<file path="src/verilog/pgm_arb_pkg.sv">
package pgm_arb_pkg;

    // Read clients of the DDRAM port, listed in priority order
    typedef enum logic [1:0] {
        CLIENT_CPU   = 2'd0,
        CLIENT_VIDEO = 2'd1,
        CLIENT_AUDIO = 2'd2
    } client_e;

    // ROM loader write latch
    typedef enum logic {
        LOAD_IDLE    = 1'b0,
        LOAD_PENDING = 1'b1
    } loader_state_e;

    typedef logic [28:0] ddram_addr_t;  // 64-bit beat address
    typedef logic [63:0] ddram_data_t;
    typedef logic [7:0]  ddram_be_t;

    typedef logic [22:0] cpu_addr_t;    // CPU address bits 23:1
    typedef logic [15:0] cpu_word_t;
    typedef logic [1:0]  word_sel_t;    // 16-bit word inside a beat

    // One scheduled read
    typedef struct packed {
        client_e     client;
        ddram_addr_t addr;
        word_sel_t   word_sel;
    } read_cmd_t;

    // ioctl_index value of a ROM download
    localparam logic [7:0] LOADER_ROM_INDEX = 8'd0;

endpackage
</file>
<file path="src/verilog/read_tag_if.sv">
`timescale 1ns/1ps

// Issue stage to return router, one tag per read accepted by DDRAM
interface read_tag_if;
    import pgm_arb_pkg::*;

    typedef struct packed {
        client_e   client;
        word_sel_t word_sel;
    } read_tag_t;

    logic      push;
    read_tag_t tag;
    logic      credit;  // Beat returned to its client

    modport issue (
        output push,
        output tag,
        input  credit
    );

    modport router (
        input  push,
        input  tag,
        output credit
    );

endinterface

</file>
<file path="src/verilog/read_cmd_if.sv">
`timescale 1ns/1ps

// Scheduler to issue stage, credit based
interface read_cmd_if;
    import pgm_arb_pkg::*;

    logic      valid;   // One cycle per command
    read_cmd_t cmd;
    logic      credit;  // Buffer slot freed

    modport sched (
        output valid,
        output cmd,
        input  credit
    );

    modport issue (
        input  valid,
        input  cmd,
        output credit
    );

endinterface

</file>
<file path="src/verilog/pgm_ddram_arbiter.sv">
`timescale 1ns/1ps

module pgm_ddram_arbiter #(
    parameter int ISSUE_DEPTH     = 2,
    parameter int MAX_OUTSTANDING = 4
) (
    input  logic                     fixed_50m_clk,
    input  logic                     reset,

    // Read clients
    input  logic                     cpu_req,
    input  pgm_arb_pkg::cpu_addr_t   cpu_addr,
    input  logic                     video_req,
    input  pgm_arb_pkg::ddram_addr_t video_addr,
    input  logic                     audio_req,
    input  pgm_arb_pkg::ddram_addr_t audio_addr,

    // ROM loader
    input  logic                     ioctl_download,
    input  logic                     ioctl_wr,
    input  logic [26:0]              ioctl_addr,
    input  logic [15:0]              ioctl_dout,
    input  logic [7:0]               ioctl_index,
    output logic                     ioctl_wait,

    // DDRAM port
    output logic                     ddram_rd,
    output logic                     ddram_we,
    output pgm_arb_pkg::ddram_addr_t ddram_addr,
    output pgm_arb_pkg::ddram_data_t ddram_din,
    output pgm_arb_pkg::ddram_be_t   ddram_be,
    input  pgm_arb_pkg::ddram_data_t ddram_dout,
    input  logic                     ddram_busy,
    input  logic                     ddram_dout_ready,

    // Responses
    output logic                     cpu_ack,
    output pgm_arb_pkg::cpu_word_t   cpu_data,
    output logic                     video_ack,
    output pgm_arb_pkg::ddram_data_t video_data,
    output logic                     audio_ack,
    output pgm_arb_pkg::ddram_data_t audio_data
);
    import pgm_arb_pkg::*;

    logic        load_pending;
    ddram_addr_t load_addr;
    ddram_data_t load_data;
    ddram_be_t   load_be;

    read_cmd_if cmd_bus ();
    read_tag_if tag_bus ();

    request_scheduler #(
        .ISSUE_DEPTH(ISSUE_DEPTH)
    ) request_scheduler_inst (
        .fixed_50m_clk(fixed_50m_clk), .reset(reset),
        .cpu_req(cpu_req),     .cpu_addr(cpu_addr),
        .video_req(video_req), .video_addr(video_addr),
        .audio_req(audio_req), .audio_addr(audio_addr),
        .download(ioctl_download),
        .cmd(cmd_bus.sched)
    );

    ddram_issue #(
        .ISSUE_DEPTH(ISSUE_DEPTH),
        .MAX_OUTSTANDING(MAX_OUTSTANDING)
    ) ddram_issue_inst (
        .fixed_50m_clk(fixed_50m_clk), .reset(reset),
        .cmd(cmd_bus.issue), .tag(tag_bus.issue),
        .load_pending(load_pending), .load_addr(load_addr),
        .load_data(load_data),       .load_be(load_be),
        .ddram_busy(ddram_busy), .ddram_rd(ddram_rd), .ddram_we(ddram_we),
        .ddram_addr(ddram_addr), .ddram_din(ddram_din), .ddram_be(ddram_be)
    );

    read_return_router #(
        .MAX_OUTSTANDING(MAX_OUTSTANDING)
    ) read_return_router_inst (
        .fixed_50m_clk(fixed_50m_clk), .reset(reset),
        .tag(tag_bus.router),
        .ddram_dout(ddram_dout), .ddram_dout_ready(ddram_dout_ready),
        .cpu_ack(cpu_ack),     .cpu_data(cpu_data),
        .video_ack(video_ack), .video_data(video_data),
        .audio_ack(audio_ack), .audio_data(audio_data)
    );

    loader_write_latch loader_write_latch_inst (
        .fixed_50m_clk(fixed_50m_clk), .reset(reset),
        .ioctl_download(ioctl_download), .ioctl_wr(ioctl_wr),
        .ioctl_addr(ioctl_addr), .ioctl_dout(ioctl_dout), .ioctl_index(ioctl_index),
        .ddram_busy(ddram_busy),
        .load_pending(load_pending), .load_addr(load_addr),
        .load_data(load_data), .load_be(load_be),
        .ioctl_wait(ioctl_wait)
    );

endmodule

</file>
<file path="src/verilog/loader_write_latch.sv">
`timescale 1ns/1ps

module loader_write_latch (
    input  logic                     fixed_50m_clk,
    input  logic                     reset,
    input  logic                     ioctl_download,
    input  logic                     ioctl_wr,
    input  logic [26:0]              ioctl_addr,
    input  logic [15:0]              ioctl_dout,
    input  logic [7:0]               ioctl_index,
    input  logic                     ddram_busy,
    output logic                     load_pending,
    output pgm_arb_pkg::ddram_addr_t load_addr,
    output pgm_arb_pkg::ddram_data_t load_data,
    output pgm_arb_pkg::ddram_be_t   load_be,
    output logic                     ioctl_wait
);
    import pgm_arb_pkg::*;

    loader_state_e state;
    logic          rom_wr;

    // Sound RAM writes (index 1) are dropped here
    assign rom_wr = ioctl_wr && (ioctl_index == LOADER_ROM_INDEX);

    always_ff @(posedge fixed_50m_clk) begin
        if (reset || !ioctl_download) begin
            state <= LOAD_IDLE;
        end else begin
            case (state)
                LOAD_IDLE:    if (rom_wr) state <= LOAD_PENDING;
                LOAD_PENDING: if (!ddram_busy) state <= LOAD_IDLE;  // DDRAM took it
                default:      state <= LOAD_IDLE;
            endcase
        end
    end

    // Address, data and lanes captured with the write
    always_ff @(posedge fixed_50m_clk) begin
        if (state == LOAD_IDLE && rom_wr) begin
            load_addr <= {5'd0, ioctl_addr[26:3]};
            load_data <= {4{ioctl_dout}};
            case (ioctl_addr[2:1])
                2'd0:    load_be <= 8'h03;
                2'd1:    load_be <= 8'h0C;
                2'd2:    load_be <= 8'h30;
                default: load_be <= 8'hC0;
            endcase
        end
    end

    assign load_pending = (state == LOAD_PENDING);
    assign ioctl_wait   = load_pending;  // Loader stalls until the write lands

endmodule

</file>
<file path="src/verilog/read_return_router.sv">
`timescale 1ns/1ps

module read_return_router #(
    parameter int MAX_OUTSTANDING = 4
) (
    input  logic                     fixed_50m_clk,
    input  logic                     reset,
    read_tag_if.router               tag,
    input  pgm_arb_pkg::ddram_data_t ddram_dout,
    input  logic                     ddram_dout_ready,
    output logic                     cpu_ack,
    output pgm_arb_pkg::cpu_word_t   cpu_data,
    output logic                     video_ack,
    output pgm_arb_pkg::ddram_data_t video_data,
    output logic                     audio_ack,
    output pgm_arb_pkg::ddram_data_t audio_data
);
    import pgm_arb_pkg::*;

    localparam int PW = (MAX_OUTSTANDING > 1) ? $clog2(MAX_OUTSTANDING) : 1;
    localparam int CW = $clog2(MAX_OUTSTANDING + 1);

    client_e       q_client [MAX_OUTSTANDING];
    word_sel_t     q_sel    [MAX_OUTSTANDING];
    logic [PW-1:0] wr_ptr, rd_ptr;
    logic [CW-1:0] q_count;
    logic          pop;
    client_e       head_client;
    cpu_word_t     sel_word;

    function automatic logic [PW-1:0] bump(input logic [PW-1:0] ptr);
        return (ptr == PW'(MAX_OUTSTANDING - 1)) ? '0 : ptr + PW'(1);
    endfunction

    assign pop         = ddram_dout_ready && (q_count != '0);
    assign head_client = q_client[rd_ptr];
    assign sel_word    = ddram_dout[{q_sel[rd_ptr], 4'b0000} +: 16];

    // Tags kept in issue order, DDRAM returns in order
    always_ff @(posedge fixed_50m_clk) begin
        if (tag.push) begin
            q_client[wr_ptr] <= tag.tag.client;
            q_sel[wr_ptr]    <= tag.tag.word_sel;
        end
    end

    always_ff @(posedge fixed_50m_clk) begin
        if (reset) begin
            wr_ptr     <= '0;
            rd_ptr     <= '0;
            q_count    <= '0;
            cpu_ack    <= 1'b0;
            video_ack  <= 1'b0;
            audio_ack  <= 1'b0;
            tag.credit <= 1'b0;
        end else begin
            if (tag.push) wr_ptr <= bump(wr_ptr);
            if (pop)      rd_ptr <= bump(rd_ptr);
            case ({tag.push, pop})
                2'b10:   q_count <= q_count + CW'(1);
                2'b01:   q_count <= q_count - CW'(1);
                default: q_count <= q_count;
            endcase
            cpu_ack    <= pop && (head_client == CLIENT_CPU);
            video_ack  <= pop && (head_client == CLIENT_VIDEO);
            audio_ack  <= pop && (head_client == CLIENT_AUDIO);
            tag.credit <= pop;  // Credit goes back with the ack
        end
    end

    always_ff @(posedge fixed_50m_clk) begin
        if (pop && head_client == CLIENT_CPU) begin
            cpu_data <= {sel_word[7:0], sel_word[15:8]};  // Big-endian CPU
        end
        if (pop && head_client == CLIENT_VIDEO) video_data <= ddram_dout;
        if (pop && head_client == CLIENT_AUDIO) audio_data <= ddram_dout;
    end

    // Every beat from DDRAM belongs to a read issued earlier
    a_no_orphan_beat: assert property (@(posedge fixed_50m_clk) disable iff (reset)
        ddram_dout_ready |-> q_count != '0);

endmodule

</file>
<file path="src/verilog/ddram_issue.sv">
`timescale 1ns/1ps

module ddram_issue #(
    parameter int ISSUE_DEPTH     = 2,
    parameter int MAX_OUTSTANDING = 4
) (
    input  logic                     fixed_50m_clk,
    input  logic                     reset,
    read_cmd_if.issue                cmd,
    read_tag_if.issue                tag,
    input  logic                     load_pending,
    input  pgm_arb_pkg::ddram_addr_t load_addr,
    input  pgm_arb_pkg::ddram_data_t load_data,
    input  pgm_arb_pkg::ddram_be_t   load_be,
    input  logic                     ddram_busy,
    output logic                     ddram_rd,
    output logic                     ddram_we,
    output pgm_arb_pkg::ddram_addr_t ddram_addr,
    output pgm_arb_pkg::ddram_data_t ddram_din,
    output pgm_arb_pkg::ddram_be_t   ddram_be
);
    import pgm_arb_pkg::*;

    localparam int PW = (ISSUE_DEPTH > 1) ? $clog2(ISSUE_DEPTH) : 1;
    localparam int CW = $clog2(ISSUE_DEPTH + 1);
    localparam int OW = $clog2(MAX_OUTSTANDING + 1);

    read_cmd_t     cmd_mem [ISSUE_DEPTH];
    logic [PW-1:0] wr_ptr, rd_ptr;
    logic [CW-1:0] buf_count;
    logic [OW-1:0] rd_credits;  // Reads still allowed in flight
    read_cmd_t     head;
    logic          rd_accept;

    function automatic logic [PW-1:0] bump(input logic [PW-1:0] ptr);
        return (ptr == PW'(ISSUE_DEPTH - 1)) ? '0 : ptr + PW'(1);
    endfunction

    assign head      = cmd_mem[rd_ptr];
    assign rd_accept = ddram_rd && !ddram_busy;

    // Loader write takes the port over buffered reads
    assign ddram_rd   = (buf_count != '0) && (rd_credits != '0) && !load_pending;
    assign ddram_we   = load_pending;
    assign ddram_addr = load_pending ? load_addr : head.addr;
    assign ddram_din  = load_data;
    assign ddram_be   = load_pending ? load_be : 8'hFF;

    assign tag.push         = rd_accept;
    assign tag.tag.client   = head.client;
    assign tag.tag.word_sel = head.word_sel;
    assign cmd.credit       = rd_accept;  // Slot freed as the head leaves

    always_ff @(posedge fixed_50m_clk) begin
        if (cmd.valid) begin
            cmd_mem[wr_ptr] <= cmd.cmd;
        end
    end

    always_ff @(posedge fixed_50m_clk) begin
        if (reset) begin
            wr_ptr     <= '0;
            rd_ptr     <= '0;
            buf_count  <= '0;
            rd_credits <= OW'(MAX_OUTSTANDING);
        end else begin
            if (cmd.valid) wr_ptr <= bump(wr_ptr);
            if (rd_accept) rd_ptr <= bump(rd_ptr);
            case ({cmd.valid, rd_accept})
                2'b10:   buf_count <= buf_count + CW'(1);
                2'b01:   buf_count <= buf_count - CW'(1);
                default: buf_count <= buf_count;
            endcase
            case ({rd_accept, tag.credit})
                2'b10:   rd_credits <= rd_credits - OW'(1);
                2'b01:   rd_credits <= rd_credits + OW'(1);
                default: rd_credits <= rd_credits;
            endcase
        end
    end

    // Scheduler credits keep it off a full buffer
    a_no_buffer_overflow: assert property (@(posedge fixed_50m_clk) disable iff (reset)
        cmd.valid |-> buf_count < CW'(ISSUE_DEPTH));

    // In flight is MAX_OUTSTANDING minus credits, so a surplus router credit breaks it
    a_outstanding_limit: assert property (@(posedge fixed_50m_clk) disable iff (reset)
        rd_credits <= OW'(MAX_OUTSTANDING));

endmodule

</file>
<file path="src/verilog/request_scheduler.sv">
`timescale 1ns/1ps

module request_scheduler #(
    parameter int ISSUE_DEPTH = 2
) (
    input  logic                   fixed_50m_clk,
    input  logic                   reset,
    input  logic                   cpu_req,
    input  pgm_arb_pkg::cpu_addr_t cpu_addr,
    input  logic                   video_req,
    input  pgm_arb_pkg::ddram_addr_t video_addr,
    input  logic                   audio_req,
    input  pgm_arb_pkg::ddram_addr_t audio_addr,
    input  logic                   download,
    read_cmd_if.sched              cmd
);
    import pgm_arb_pkg::*;

    localparam int CW = $clog2(ISSUE_DEPTH + 1);

    logic          cpu_pend, video_pend, audio_pend;
    cpu_addr_t     cpu_addr_q;
    ddram_addr_t   video_addr_q, audio_addr_q;
    logic [CW-1:0] credits;
    logic          can_offer;
    logic          grant_cpu, grant_video, grant_audio;
    read_cmd_t     next_cmd;

    // A credit arriving this cycle may be spent at once
    assign can_offer = !download && ((credits != '0) || cmd.credit) &&
                       (cpu_pend || video_pend || audio_pend);

    assign grant_cpu   = can_offer && cpu_pend;
    assign grant_video = can_offer && !cpu_pend && video_pend;
    assign grant_audio = can_offer && !cpu_pend && !video_pend && audio_pend;

    // Fixed priority pick
    always_comb begin
        next_cmd.client   = CLIENT_AUDIO;
        next_cmd.addr     = audio_addr_q;
        next_cmd.word_sel = '0;
        if (cpu_pend) begin
            next_cmd.client   = CLIENT_CPU;
            next_cmd.addr     = {8'd0, cpu_addr_q[22:2]};  // Beat holds four words
            next_cmd.word_sel = cpu_addr_q[1:0];
        end else if (video_pend) begin
            next_cmd.client = CLIENT_VIDEO;
            next_cmd.addr   = video_addr_q;
        end
    end

    always_ff @(posedge fixed_50m_clk) begin
        if (reset) begin
            cpu_pend   <= 1'b0;
            video_pend <= 1'b0;
            audio_pend <= 1'b0;
            cmd.valid  <= 1'b0;
            credits    <= CW'(ISSUE_DEPTH);
        end else begin
            cpu_pend   <= cpu_req || (cpu_pend && !grant_cpu);
            video_pend <= video_req || (video_pend && !grant_video);
            audio_pend <= audio_req || (audio_pend && !grant_audio);
            cmd.valid  <= can_offer;
            if (can_offer && !cmd.credit) begin
                credits <= credits - CW'(1);
            end else if (!can_offer && cmd.credit) begin
                credits <= credits + CW'(1);
            end
        end
    end

    // Captured addresses and the offered command
    always_ff @(posedge fixed_50m_clk) begin
        if (cpu_req)   cpu_addr_q   <= cpu_addr;
        if (video_req) video_addr_q <= video_addr;
        if (audio_req) audio_addr_q <= audio_addr;
        if (can_offer) cmd.cmd      <= next_cmd;
    end

    // A client waits for its ack before asking again
    a_no_req_while_pending: assert property (@(posedge fixed_50m_clk) disable iff (reset)
        !(cpu_req && cpu_pend) && !(video_req && video_pend) && !(audio_req && audio_pend));

endmodule

</file>
<file path="config.mk">
export PLATFORM = sky130hd
export DESIGN_NAME = pgm_ddram_arbiter
export DESIGN_NICKNAME = d
export VERILOG_FILES = /design/src/verilog/pgm_arb_pkg.sv /design/src/verilog/read_tag_if.sv /design/src/verilog/read_cmd_if.sv /design/src/verilog/pgm_ddram_arbiter.sv /design/src/verilog/loader_write_latch.sv /design/src/verilog/read_return_router.sv /design/src/verilog/ddram_issue.sv /design/src/verilog/request_scheduler.sv
export SDC_FILE = /design/constraint.sdc
export NUM_CORES = 1
export LEC_CHECK = 0
export ABC_CLOCK_PERIOD_IN_PS = 6100
export BUFFER_PORTS_ARGS = -buffer_cell sky130_fd_sc_hd__buf_2
export CORE_UTILIZATION = 30
export DETAILED_ROUTE_END_ITERATION = 8
export PLACE_DENSITY = 0.63
export SLEW_MARGIN = 20
export SYNTH_ARGS = -nofsm -noshare
export SYNTH_HDL_FRONTEND = slang
export SYNTH_HIERARCHICAL = 1
export SYNTH_SLANG_ARGS = --single-unit
</file>
<file path="constraint.sdc">
create_clock -name fixed_50m_clk -period 6.1 [get_ports fixed_50m_clk]
set_input_delay 0.915 -clock fixed_50m_clk [delete_from_list [all_inputs] [get_ports fixed_50m_clk]]
set_output_delay 0.915 -clock fixed_50m_clk [all_outputs]
set_load 0.1 [all_outputs]
</file>
==> run summary <==
Slew Viols, Final -> 0
# IOs -> 456
Slew HR -> 26.5%
GRT Util Overall -> 13.3%
CTS H-tree lvls -> 2
Worst vdd rail ir drop -> 0.000327 V
Via-to-Cell Ratio -> 4.22
Post-DP HPWL -> 25.8 mm
Via count -> 8398
Core footprint -> 51500 sq um
Routed WL -> 36.3 mm
Final Wtd Congestion -> 0.812
Ys Warns -> 6
Antenna Nets Post-Route -> 0
Starting Density -> 30.5%
CTS Buf Count -> 44
Post-synth ARST share -> 0%
Clock buffer depth -> 3
Antenna cells -> 0
# Max-Cap Violations -> 0
Unrepaired setup endpoints after global routing -> no
GR Overflow Total -> 0
Initial antenna violation count -> 4
Worst-path fanout max -> 60
Most common cell after layout, fill and taps aside -> buf_2
Synth cell types -> 38
WS Path Type -> flip-flop to primary output
Syn Inst Count -> 909
Setup bufs post-CTS -> 0
Critical path startpoint category -> flip-flop
Setup TNS -> 0 ns
WP data arrival -> 2.45 ns
Worst-Margin Slew -> 1.10 ns
CTS Sinks -> 412
Die H -> 231 um
CTS resizes -> 0
Layout cells sized above 1 -> 42.4%
Die ar. -> 53300 sq um
Nature of the critical path endpoint -> primary output
CP max stage cell -> buf_4
Number of synthesized flops with an enable pin -> 384
Hold WS -> 0.440 ns
DRT iter0 DRCs -> 471
Status -> finished, final reports clean
Avg WL per Cell -> 18.3 um
Overall power -> 0.00781 W
First-pass GRT wire length -> 51.8 mm
Seq cells post-synth -> 412
Synth top area share -> 73.4%
Nets@finish -> 1488
Final period util -> 55.2%
Synth Flop Type -> edfxtp_1
Rows -> 83
FMAX -> 297 MHz
Yosys top cell by area -> edfxtp_1
IO Port Bufs -> 454
Reg-to-reg slack, setup -> 3.52 ns
Sequential share of the synthesized area -> 77.0%
Syn_area_per_cell -> 17.3 sq um
Clk_lat worst skew -> 0.57 ns
Hold Buf Count CTS -> 0
Vias in the first global route -> 8113
Final Hold Violating Endpoints -> 0
Worst-path clk slew -> 0.06 ns
Slowest cell delay on critical path -> 0.56 ns
Most frequent cells in the layout -> 454 x buf_2, 384 x edfxtp_1, 109 x mux2i_1, 55 x o21ai_0, 51 x nand2_1
Drt pass-1 iters -> 5
Synth area leaders -> edfxtp_1 73%, mux2i_1 6.9%, buf_4 6.2%
Clk root buf -> clkbuf_16
Crit path cell chain -> buf_4 -> nand2_1 -> o21ai_0 -> buf_2
Synth Cell Area -> 15700 sq um
Hold WC Path Type -> flip-flop to flip-flop
Largest net degree at the start of global routing -> 65
Setup violations, final -> 0
Pleak -> 7.31 nW
Final worst path period need -> 3.37 ns
Die Wd -> 231 um
TritonCTS clock tree -> done
Final Skew -> 0.0191 ns
Syn-to-layout area delta -> 22.9%
Worst EP required -> 5.18 ns
Cell Pwr Density -> 405 nW/um^2
DRC Markers -> 0
==> report_power, final <==
| group | switching [W] | internal, W | leakage (nW) |
|---|---|---|---|
| combinational | 0.00132 | 0.000388 | 2.83 |
| sequential | 0.0000854 | 0.00337 | 3.77 |
| clock | 0.00111 | 0.00154 | 0.711 |
==> cell usage after synthesis, types with 3 or more instances <==
cell	count
nor2b_1	4
clkbuf_1	7
buf_8	3
inv_1	15
buf_4	130
nor2_1	28
nand2_1	51
or3_1	4
a21oi_1	7
nor4_1	4
edfxtp_1	384
buf_6	3
xor2_1	6
nand2b_1	8
o21ai_0	55
mux2i_1	109
mux2_2	3
dfxtp_1	28
and2_1	9
nor3_1	9
ha_1	9
buf_2	9
xnor2_1	3
==> metrics by stage <==
stage	util, %	cells	cell area, sq um	setup WS, ns
final	37.5	1988	19300	2.73
after global routing	37.5	1988	19300	2.51
after CTS	37.4	1987	19300	2.56
after detailed placement	34.6	1905	17800	2.97
after global placement	34.6	1905	17800	3.03
after floorplan	-	913	15700	0.0375
==> cells by family after synthesis <==
logic type / Yosys count / synth area share [%]
AOI/OAI and AO/OA: 65 / 2.14
xor gates and xnor gates: 9 / 0.502
adders and majority gates: 11 / 0.972
buffers and inverters: 167 / 7.53
DFF: 412 / 77.0
muxes: 119 / 8.04
other: 1 / 0.0239
and+or+nand+nor: 125 / 3.83
==> flip-flops by register name (all words and copies together), names as in the netlist, 2 cells and up, named ones only <==
signal / cells
read_return_router_inst/audio_data: 64
loader_write_latch_inst/load_be: 4
read_return_router_inst/q_client: 8
read_return_router_inst/video_data: 64
request_scheduler_inst/cpu_addr_q: 23
read_return_router_inst/cpu_data: 16
ddram_issue_inst/cmd_mem: 66
request_scheduler_inst/cmd.cmd: 33
read_return_router_inst/q_sel: 8
loader_write_latch_inst/load_addr: 24
read_return_router_inst/q_count: 3
read_return_router_inst/rd_ptr: 2
request_scheduler_inst/video_addr_q: 29
loader_write_latch_inst/load_data: 16
ddram_issue_inst/rd_credits: 3
ddram_issue_inst/buf_count: 2
read_return_router_inst/wr_ptr: 2
request_scheduler_inst/credits: 2
request_scheduler_inst/audio_addr_q: 29
==> worst paths after layout <==
| path | start | end | cells past startpoint |
|---|---|---|---|
| setup / recovery | loader_write_latch_inst/ioctl_wait | ddram_addr[23] | 4 |
| hold / removal | request_scheduler_inst/cmd.cmd[17] | ddram_issue_inst/cmd_mem[0][17] | 0 |
| setup reg to reg | flip-flop | read_return_router_inst/video_data[56] | 4 |
| hold reg to reg | request_scheduler_inst/cmd.cmd[17] | ddram_issue_inst/cmd_mem[0][17] | 0 |
==> layer usage <==
layer	global-route usage [%]	vias to the layer above	wire (um)
met2	23.7	352	18700
met5	0	-	58
met3	3.08	72	2290
met4	6.83	8	1520
li1	-	3957	-
met1	14.7	4009	13800
==> worst max-delay path, delay by kind of cell, from the launching register on <==
kind	cells	cell delay, ns
AND/OR/NAND/NOR	1	0.13
AO/OA/AOI/OAI	1	0.20
flip-flops	1	0.46
buffers and inverters	2	1.07
==> cell type report <==
cell class	count	area, sq um
clock buffers	58	1200
flip-flops and latches	412	12100
well taps	680	851
fillers	4804	32200
inverters	15	56.3
clock inverters	24	251
multi-input cells	334	2480
repair buffers	465	2370
(Power assumes the default switching activity.)
